$ cat config.mk
export PLATFORM = sky130hd
export DESIGN_NAME = eurorack_top
export DESIGN_NICKNAME = d
export VERILOG_FILES = /design/src/verilog/audio_pkg.sv /design/src/verilog/uart_pkg.sv /design/src/verilog/codec_tdm_port.sv /design/src/verilog/eurorack_top.sv /design/src/verilog/quad_cal.sv /design/src/verilog/sample_crusher.sv /design/src/verilog/sample_streamer.sv /design/src/verilog/uart_tx.sv
export SDC_FILE = /design/constraint.sdc
export NUM_CORES = 2
export LEC_CHECK = 0
export ABC_AREA = 1
export ABC_CLOCK_PERIOD_IN_PS = 8400
export BUFFER_PORTS_ARGS = -buffer_cell sky130_fd_sc_hd__buf_2
export CAP_MARGIN = 20
export CORE_ASPECT_RATIO = 0.75
export CORE_UTILIZATION = 30
export DETAILED_ROUTE_END_ITERATION = 12
export GPL_TIMING_DRIVEN = 0
export PLACE_DENSITY_LB_ADDON = 0.25
export SYNTH_ARGS = -nofsm -noshare
export SYNTH_HDL_FRONTEND = slang
export SYNTH_HIERARCHICAL = 1
export SYNTH_SLANG_ARGS = --single-unit
$ cat constraint.sdc
create_clock -name CLK -period 8.4 [get_ports CLK]
set_input_delay 1.68 -clock CLK [delete_from_list [all_inputs] [get_ports CLK]]
set_output_delay 1.68 -clock CLK [all_outputs]
set_load 0.02 [all_outputs]
$ cat src/verilog/audio_pkg.sv
// Sample format and calibration tables are fixed at build time; gains are Q2.14 so |gain| < 2
package audio_pkg;

    typedef logic signed [15:0] sample_t;

    // One frame of all four channels, ch0 in the top bits
    typedef struct packed {
        sample_t ch0;
        sample_t ch1;
        sample_t ch2;
        sample_t ch3;
    } quad_t;

    localparam int NUM_CH     = 4;
    localparam int CH_W       = $clog2(NUM_CH);
    localparam int SLOT_BITS  = 32;
    localparam int BICK_DIV   = 4;
    localparam int FRAME_CLKS = 512;
    localparam int PDN_HOLD   = 64;
    localparam int CRUSH_W    = 4;

    localparam sample_t SMP_MAX = 16'sh7FFF;
    localparam sample_t SMP_MIN = 16'sh8000;

    // Gain is Q2.14, 16384 is unity
    typedef struct packed {
        logic signed [15:0] gain;
        logic signed [15:0] offset;
    } cal_coef_t;

    localparam int GAIN_FRAC = 14;
    localparam int CAL_IN    = 0;
    localparam int CAL_OUT   = 1;

    // Measured per channel on the bench
    localparam cal_coef_t IN_CAL [NUM_CH] = '{
        '{gain: 16'sd17039, offset: -16'sd184},
        '{gain: 16'sd16876, offset: 16'sd96},
        '{gain: 16'sd17203, offset: -16'sd57},
        '{gain: 16'sd16712, offset: 16'sd230}
    };

    localparam cal_coef_t OUT_CAL [NUM_CH] = '{
        '{gain: 16'sd15729, offset: 16'sd410},
        '{gain: 16'sd16876, offset: -16'sd350},
        '{gain: 16'sd16220, offset: 16'sd275},
        '{gain: 16'sd17039, offset: -16'sd128}
    };

endpackage

$ cat src/verilog/uart_pkg.sv
// Bit timing assumes a 12 MHz system clock; the integer divide leaves about 0.2% baud error
package uart_pkg;

    localparam int CLK_HZ       = 12_000_000;
    localparam int BAUD         = 115_200;
    localparam int CLKS_PER_BIT = CLK_HZ / BAUD;
    localparam int BAUD_W       = $clog2(CLKS_PER_BIT);

    // Start, eight data bits and stop
    localparam int FRAME_BITS = 10;
    localparam int BIT_IDX_W  = $clog2(FRAME_BITS);

    // Record is "C", "H", channel digit, MSB, LSB
    typedef enum logic [2:0] {
        S_C,
        S_H,
        S_ID,
        S_MSB,
        S_LSB
    } rec_state_t;

endpackage

$ cat src/verilog/codec_tdm_port.sv
// Codec must be set up for TDM128 slave mode; BICK_DIV and the slot count must be powers of two
`timescale 1ns/1ns

module codec_tdm_port (
    input  logic             CLK,
    input  logic             reset,
    input  logic             sdout,
    output logic             bick,
    output logic             lrck,
    output logic             sdin,
    output logic             pdn,
    output audio_pkg::quad_t adc_quad,
    input  audio_pkg::quad_t dac_quad,
    output logic             frame_strobe
);
    import audio_pkg::*;

    localparam int BITS_PER_FRAME = FRAME_CLKS / BICK_DIV;
    localparam int POS_W          = $clog2(BITS_PER_FRAME);
    localparam int PRE_W          = $clog2(BICK_DIV);
    localparam int SLOT_W         = $clog2(SLOT_BITS);
    localparam int SMP_W          = $bits(sample_t);
    localparam int QUAD_W         = $bits(quad_t);
    localparam int HOLD_W         = $clog2(PDN_HOLD);
    localparam int LAST_ADC_POS   = (NUM_CH - 1) * SLOT_BITS + SMP_W - 1;

    logic [HOLD_W-1:0] hold_cnt;
    logic [PRE_W-1:0]  pre_cnt;
    logic [POS_W-1:0]  bit_pos;
    logic              rise_tick;
    logic              fall_tick;
    logic              data_bit;
    logic [QUAD_W-1:0] adc_sr;
    logic [QUAD_W-1:0] adc_next;
    logic [QUAD_W-1:0] dac_sr;

    // Hold the codec in power-down for a while after reset
    always_ff @(posedge CLK) begin
        if (reset) begin
            hold_cnt <= '0;
            pdn      <= 1'b0;
        end else if (!pdn) begin
            hold_cnt <= hold_cnt + 1'b1;
            if (hold_cnt == HOLD_W'(PDN_HOLD - 1)) begin
                pdn <= 1'b1;
            end
        end
    end

    // Bit clock prescaler and frame position, both wrap on their own
    always_ff @(posedge CLK) begin
        if (reset) begin
            pre_cnt <= '0;
            bit_pos <= '0;
        end else if (pdn) begin
            pre_cnt <= pre_cnt + 1'b1;
            if (fall_tick) begin
                bit_pos <= bit_pos + 1'b1;
            end
        end
    end

    // Clock edge where bick rises, and the one where it falls
    assign rise_tick = pdn && (pre_cnt == PRE_W'(BICK_DIV / 2 - 1));
    assign fall_tick = pdn && (pre_cnt == PRE_W'(BICK_DIV - 1));

    // Sample sits in the first 16 bits of each slot
    assign data_bit = (bit_pos[SLOT_W-1:0] < SLOT_W'(SMP_W));

    assign bick = pre_cnt[PRE_W-1];
    assign lrck = pdn && (bit_pos == '0);
    assign sdin = pdn && data_bit && dac_sr[QUAD_W-1];

    assign adc_next = {adc_sr[QUAD_W-2:0], sdout};

    // ADC slots shift in MSB first, ch0 ends up on top
    always_ff @(posedge CLK) begin
        if (rise_tick && data_bit) begin
            adc_sr <= adc_next;
        end
        if (rise_tick && (bit_pos == POS_W'(LAST_ADC_POS))) begin
            adc_quad <= quad_t'(adc_next);
        end
    end

    // Strobe lands in slot 3 right after its last data bit
    always_ff @(posedge CLK) begin
        if (reset) begin
            frame_strobe <= 1'b0;
        end else begin
            frame_strobe <= rise_tick && (bit_pos == POS_W'(LAST_ADC_POS));
        end
    end

    // DAC quad is taken at the frame boundary, long after the pipeline has settled
    always_ff @(posedge CLK) begin
        if (reset) begin
            dac_sr <= '0;
        end else if (fall_tick && (bit_pos == '1)) begin
            dac_sr <= dac_quad;
        end else if (fall_tick && data_bit) begin
            dac_sr <= dac_sr << 1;
        end
    end

    a_strobe_single: assert property (@(posedge CLK) disable iff (reset)
        frame_strobe |=> !frame_strobe)
        else $error("frame_strobe high on two consecutive clocks");

endmodule

$ cat src/verilog/eurorack_top.sv
// Analog front end inverts the inputs; the one's complement here is off by one LSB
`timescale 1ns/1ns

module eurorack_top (
    input  logic                          CLK,
    input  logic                          reset,
    input  logic                          sdout,
    output logic                          bick,
    output logic                          lrck,
    output logic                          sdin,
    output logic                          pdn,
    output logic                          tx,
    output logic                          led_sample,
    output logic                          led_record,
    input  logic [audio_pkg::CRUSH_W-1:0] crush_bits
);
    import audio_pkg::*;

    quad_t      adc_quad;
    quad_t      inv_quad;
    quad_t      in_cal_quad;
    quad_t      crush_quad;
    quad_t      dac_quad;
    logic       frame_strobe;
    logic       in_valid;
    logic       crush_valid;
    logic       tx_start;
    logic       busy;
    logic [7:0] tx_data;

    codec_tdm_port codec (
        .CLK(CLK), .reset(reset), .sdout(sdout), .bick(bick), .lrck(lrck), .sdin(sdin),
        .pdn(pdn), .adc_quad(adc_quad), .dac_quad(dac_quad), .frame_strobe(frame_strobe)
    );

    // Back to true polarity
    assign inv_quad = ~adc_quad;

    quad_cal #(.CAL_SET(CAL_IN)) in_cal (
        .CLK(CLK), .reset(reset), .in_quad(inv_quad), .in_strobe(frame_strobe),
        .out_quad(in_cal_quad), .out_strobe(in_valid)
    );

    sample_crusher crusher (
        .CLK(CLK), .reset(reset), .in_quad(in_cal_quad), .in_strobe(in_valid),
        .crush_bits(crush_bits), .out_quad(crush_quad), .out_strobe(crush_valid)
    );

    // Codec picks dac_quad up at the frame boundary, no strobe needed
    quad_cal #(.CAL_SET(CAL_OUT)) out_cal (
        .CLK(CLK), .reset(reset), .in_quad(crush_quad), .in_strobe(crush_valid),
        .out_quad(dac_quad), .out_strobe()
    );

    sample_streamer streamer (
        .CLK(CLK), .reset(reset), .in_quad(in_cal_quad), .in_strobe(in_valid), .busy(busy),
        .tx_start(tx_start), .tx_data(tx_data), .led_sample(led_sample),
        .led_record(led_record)
    );

    uart_tx uart (
        .CLK(CLK), .reset(reset), .tx_start(tx_start), .tx_data(tx_data), .tx(tx), .busy(busy)
    );

endmodule

$ cat src/verilog/quad_cal.sv
// Coefficients are fixed per build; results outside the 16-bit range clamp to full scale
`timescale 1ns/1ns

module quad_cal #(
    parameter int CAL_SET = audio_pkg::CAL_IN
) (
    input  logic             CLK,
    input  logic             reset,
    input  audio_pkg::quad_t in_quad,
    input  logic             in_strobe,
    output audio_pkg::quad_t out_quad,
    output logic             out_strobe
);
    import audio_pkg::*;

    function automatic cal_coef_t coef(input int ch);
        if (CAL_SET == CAL_OUT) begin
            return OUT_CAL[ch];
        end
        return IN_CAL[ch];
    endfunction

    // Scale by Q2.14 gain, add offset, clamp
    function automatic sample_t apply_cal(input sample_t smp, input cal_coef_t c);
        logic signed [31:0] prod;
        logic signed [31:0] sum;
        prod = smp * c.gain;
        sum  = (prod >>> GAIN_FRAC) + c.offset;
        if (sum > SMP_MAX) begin
            return SMP_MAX;
        end
        if (sum < SMP_MIN) begin
            return SMP_MIN;
        end
        return sample_t'(sum);
    endfunction

    always_ff @(posedge CLK) begin
        if (in_strobe) begin
            out_quad.ch0 <= apply_cal(in_quad.ch0, coef(0));
            out_quad.ch1 <= apply_cal(in_quad.ch1, coef(1));
            out_quad.ch2 <= apply_cal(in_quad.ch2, coef(2));
            out_quad.ch3 <= apply_cal(in_quad.ch3, coef(3));
        end
    end

    always_ff @(posedge CLK) begin
        if (reset) begin
            out_strobe <= 1'b0;
        end else begin
            out_strobe <= in_strobe;
        end
    end

    // Downstream stages count on a single-clock strobe and a fixed one-clock step
    a_strobe_step: assert property (@(posedge CLK) disable iff (reset)
        in_strobe |=> out_strobe && !in_strobe)
        else $error("in_strobe not a single pulse one clock ahead of out_strobe");

endmodule

$ cat src/verilog/sample_crusher.sv
// Depth is taken with each strobe; 0 passes samples through, 15 leaves only the sign bit
`timescale 1ns/1ns

module sample_crusher (
    input  logic                              CLK,
    input  logic                              reset,
    input  audio_pkg::quad_t                  in_quad,
    input  logic                              in_strobe,
    input  logic [audio_pkg::CRUSH_W-1:0]     crush_bits,
    output audio_pkg::quad_t                  out_quad,
    output logic                              out_strobe
);
    import audio_pkg::*;

    sample_t keep_mask;

    // Clearing low bits rounds toward minus infinity
    assign keep_mask = SMP_MIN >>> (CRUSH_W'($bits(sample_t) - 1) - crush_bits);

    always_ff @(posedge CLK) begin
        if (in_strobe) begin
            out_quad.ch0 <= in_quad.ch0 & keep_mask;
            out_quad.ch1 <= in_quad.ch1 & keep_mask;
            out_quad.ch2 <= in_quad.ch2 & keep_mask;
            out_quad.ch3 <= in_quad.ch3 & keep_mask;
        end
    end

    always_ff @(posedge CLK) begin
        if (reset) begin
            out_strobe <= 1'b0;
        end else begin
            out_strobe <= in_strobe;
        end
    end

endmodule

$ cat src/verilog/sample_streamer.sv
// One channel per record in rotation; sample is taken from the first frame after the ID byte
`timescale 1ns/1ns

module sample_streamer (
    input  logic             CLK,
    input  logic             reset,
    input  audio_pkg::quad_t in_quad,
    input  logic             in_strobe,
    input  logic             busy,
    output logic             tx_start,
    output logic [7:0]       tx_data,
    output logic             led_sample,
    output logic             led_record
);
    import audio_pkg::*;
    import uart_pkg::*;

    rec_state_t      state;
    logic [CH_W-1:0] ch;
    logic            id_sent;
    sample_t         word;
    logic [7:0]      next_byte;
    logic            send_now;

    // tx_start is still high on the clock before busy rises
    assign send_now = !busy && !tx_start && !(state == S_ID && id_sent);

    always_comb begin
        case (state)
            S_H:     next_byte = "H";
            S_ID:    next_byte = "0" + 8'(ch);
            S_MSB:   next_byte = word[15:8];
            S_LSB:   next_byte = word[7:0];
            default: next_byte = "C";
        endcase
    end

    always_ff @(posedge CLK) begin
        if (send_now) begin
            tx_data <= next_byte;
        end
    end

    always_ff @(posedge CLK) begin
        if (state == S_ID && id_sent && in_strobe) begin
            case (ch)
                2'd0:    word <= in_quad.ch0;
                2'd1:    word <= in_quad.ch1;
                2'd2:    word <= in_quad.ch2;
                default: word <= in_quad.ch3;
            endcase
        end
    end

    always_ff @(posedge CLK) begin
        if (reset) begin
            state      <= S_C;
            ch         <= '0;
            id_sent    <= 1'b0;
            tx_start   <= 1'b0;
            led_sample <= 1'b0;
            led_record <= 1'b0;
        end else begin
            tx_start <= send_now;
            case (state)
                S_C:   state <= send_now ? S_H : S_C;
                S_H:   state <= send_now ? S_ID : S_H;
                S_ID: begin
                    if (send_now) begin
                        id_sent <= 1'b1;
                    end else if (id_sent && in_strobe) begin
                        // Sample captured, MSB goes out next
                        id_sent    <= 1'b0;
                        led_sample <= ~led_sample;
                        state      <= S_MSB;
                    end
                end
                S_MSB: state <= send_now ? S_LSB : S_MSB;
                S_LSB: begin
                    if (send_now) begin
                        ch         <= ch + 1'b1;
                        led_record <= ~led_record;
                        state      <= S_C;
                    end
                end
                default: state <= S_C;
            endcase
        end
    end

endmodule

$ cat src/verilog/uart_tx.sv
// 8N1 only, no parity; caller must wait for busy low before pulsing tx_start
`timescale 1ns/1ns

module uart_tx (
    input  logic       CLK,
    input  logic       reset,
    input  logic       tx_start,
    input  logic [7:0] tx_data,
    output logic       tx,
    output logic       busy
);
    import uart_pkg::*;

    logic [BAUD_W-1:0]    baud_cnt;
    logic [BIT_IDX_W-1:0] bit_idx;
    // Data bits then the stop bit, shifted out LSB first
    logic [8:0]           shifter;

    always_ff @(posedge CLK) begin
        if (reset) begin
            tx       <= 1'b1;
            busy     <= 1'b0;
            baud_cnt <= '0;
            bit_idx  <= '0;
        end else if (!busy) begin
            if (tx_start) begin
                // Start bit goes out right away
                tx       <= 1'b0;
                busy     <= 1'b1;
                baud_cnt <= '0;
                bit_idx  <= '0;
            end
        end else if (baud_cnt == BAUD_W'(CLKS_PER_BIT - 1)) begin
            baud_cnt <= '0;
            if (bit_idx == BIT_IDX_W'(FRAME_BITS - 1)) begin
                busy <= 1'b0;
            end else begin
                tx      <= shifter[0];
                bit_idx <= bit_idx + 1'b1;
            end
        end else begin
            baud_cnt <= baud_cnt + 1'b1;
        end
    end

    always_ff @(posedge CLK) begin
        if (!busy && tx_start) begin
            shifter <= {1'b1, tx_data};
        end else if (busy && (baud_cnt == BAUD_W'(CLKS_PER_BIT - 1))) begin
            shifter <= shifter >> 1;
        end
    end

    // The streamer must honour busy, a start now would be dropped
    a_no_start_busy: assert property (@(posedge CLK) disable iff (reset)
        busy |-> !tx_start)
        else $error("tx_start while uart_tx busy");

endmodule
==> results by group <==
Status
  – Status: finished, final reports clean

CTS
  – Worst skew pair latency: about 0.66 ns
  – Num Clock Sinks: 457
  – Worst-path clk slew: 0.07 ns
  – Clock Tree Root: clkbuf_16
  – Hold-fix buffers at CTS: 0
  – H-Tree Depth: 2
  – CTS max path bufs: 3
  – TritonCTS clock tree: built
  – Num CTS Buffers: 52

Synth
  – YS warnings: 6
  – Post-Syn Area: about 0.062 mm²
  – Synthesized net count: around 9.5k
  – Synthesized area per cell: a little under 8 µm²
  – Mapped Cells: 8025

Die
  – Rows: 144
  – Initial Utilization: 30.2%
  – I/O Pins: 14
  – Die height: slightly below 400 µm
  – Die width: around 530 µm
  – Die area: 0.209 mm²
  – Core area: 0.206 mm²

Worst setup path
  – Crit-path most repeated cell: nand2_1
  – WP depth: 31
  – R2R Path Start: codec/adc_quad[31]
  – Setup CP Type: flop to flop
  – Reg2Reg Capture Point: in_cal/out_quad[26]
  – CP endpoint kind: flop
  – Worst path bufs/invs: 9
  – Worst setup path end: in_cal/out_quad[26]
  – Critical path origin: codec/adc_quad[31]
  – Slowest CP cell: fa_1
  – FF-to-FF setup slack: 0.92 ns
  – CP max FO: 18
  – CP peak stage delay: 0.61 ns
  – CP startpoint kind: flop
  – WP data arrival: approximately 8 ns
  – Worst Path Required: approximately 9 ns
  – CP top delay family: adder cells
  – Register-to-Register Path Depth: 31

Route
  – Pre-antenna DRT Iters: 6
  – Drt via density: 4.40
  – Remaining routing DRC violations: 0
  – Drt wl/cell: 14.2 µm
  – Routed WL: 155000 µm
  – Post-route ant nets: 0
  – DR vias: around 48k
  – Iteration-0 DRC Markers: roughly 3.1k

Global routing
  – Grt total ovfl: 0
  – Largest net degree at the start of global routing: 67
  – Met1 Usage GRT: 23.7%
  – Met3 Use GR: between 1.5 and 2%
  – Initial antenna violation count: 5
  – Met2 Use GR: 22.3%
  – Global-route wire length before repair: 257000 µm
  – GRT Util Overall: 15.1%
  – Layer with the highest usage: met1
  – Vias in the first global route: between 40k and 50k

Timing
  – Fmax: 0.134 GHz
  – Slew of the pin with the lowest slew margin: approximately 0.9 ns
  – Tcrit/Tclk final: a little under 90%
  – Min Tclk post-route: 7.48 ns
  – Relative slew slack: around two fifths
  – Slew Viols, Final: 0
  – Final hold vios: 0
  – Final setup vio count: 0
  – RSZ-0062 raised after global routing: false
  – Clock skew: 0.0315 ns

Placement
  – Buffers on Ports: 13
  – Post-DP HPWL: about 130000 µm
  – Final Wtd Congestion: about 0.9

Power and ir drop
  – Leakage: 35.6 nW
  – Pwr dens: roughly 72 mW/mm²
  – Flop pwr share: 49.8%
  – Net switching power: 0.00112 W
  – Peak VDD IR: 0.000148 V
  – Clock share of power: 48.1%
  – Internal Power: 0.00378 W
  – Net Sw Frac: 22.9%
  – Combinational share of power: 2.1%
  – Post-layout power: 0.00490 W

Cells and area
  – Antenna cells: 0
  – Nets: 9569
  – Fin util: 32.9%
  – Fraction of layout cells with a size suffix above 1: approximately 5.6%
  – Syn-to-layout area delta: 8.87%

Min path
  – HP Class: flop to flop

Run
  – Maxcap violations: 0
## sequential cells by signal, indices dropped and copies added, names as in the netlist, 2 cells and up
register          cells
codec/bit_pos         7
streamer/word        16
streamer/ch           2
crusher/out_quad     64
streamer/tx_data      8
codec/adc_sr         63
uart/baud_cnt         7
codec/hold_cnt        6
codec/pre_cnt         2
codec/adc_quad       64
uart/shifter          9
codec/dac_sr         64
uart/bit_idx          4
out_cal/out_quad     64
in_cal/out_quad      64
streamer/state        3
## stage by stage
step                setup slack [ns]  hold WS [ns]  cells  instance area, µm²  setup TNS [ns]
global placement               -1.37         0.401  10812               65700          -85.90
floorplan                       1.61         0.400   8025               62200               0
global route                   0.388         0.444  10925               67700               0
finish                         0.919         0.429  10925               67700               0
CTS                            0.655         0.437  10920               67600               0
detailed placement             0.685         0.422  10824               65900               0
## metal layers
metal  vias up  share of wire [%]
met5         -                  0
met4         0                1.2
met3       112                4.3
met2       738                 40
met1     22510                 55
li1      24738                  -
## how the worst min path moves through the flow
stage,cells past startpoint,end,start
6_report,0,codec/adc_quad[63],codec/adc_sr[62]
5_1_grt,0,codec/adc_quad[63],codec/adc_sr[62]
4_1_cts,0,codec/adc_quad[63],codec/adc_sr[62]
3_5_place_dp,0,codec/adc_quad[63],codec/adc_sr[62]
3_3_place_gp,0,codec/adc_quad[63],codec/adc_sr[62]
2_1_floorplan,0,codec/adc_quad[63],codec/adc_sr[62]
## cell type report
class | instances | area, µm²
inverter | 2089 | 7860
clock inverter | 33 | 359
tap | 2774 | 3470
buffer | 87 | 543
fill | 22102 | 138000
clock buffer | 63 | 1360
sequential | 457 | 12700
multi-input combinational | 5392 | 41100
timing repair buffer | 30 | 293
## power groups by stage
stage / Sequential [W] / Combinational (W) / Clock [W]
6_report: 0.00244 / 0.000104 / 0.00236
2_1_floorplan: 0.00249 / 0.0000673 / 0
4_1_cts: 0.00244 / 0.000104 / 0.00247
3_3_place_gp: 0.00249 / 0.000103 / 0
3_5_place_dp: 0.00249 / 0.000103 / 0
5_1_grt: 0.00244 / 0.000116 / 0.00252
## cell usage in the layout (no fill, tap or decap), types with 8 or more instances in the layout
cell	count
nand2_2	97
nor2_1	423
nor2_4	17
nand3b_1	25
clkbuf_16	53
buf_2	41
a21oi_1	292
nand3_2	24
dfxtp_1	103
o21ai_1	16
nand2_1	1981
fa_1	606
o21a_1	10
clkbuf_1	36
nand3_1	437
nand2_4	8
nor3_1	46
xnor2_1	62
ha_1	847
a21oi_2	10
o21bai_1	23
nor2_2	44
edfxtp_1	351
a31oi_1	17
nand4_1	113
o21ai_0	120
clkinv_2	10
buf_6	21
inv_2	37
inv_1	2044
and2_1	19
buf_4	15
xor2_1	84
## timing repair
| action | CTS | global route |
|---|---|---|
| hold endpoints to repair | 0 | 0 |
| buffers inserted | 0 | 4 |
| resized for setup | 0 | 1 |
| setup endpoints to repair | 0 | 2 |
No activity file was read; power rests on OpenSTA's default activity.
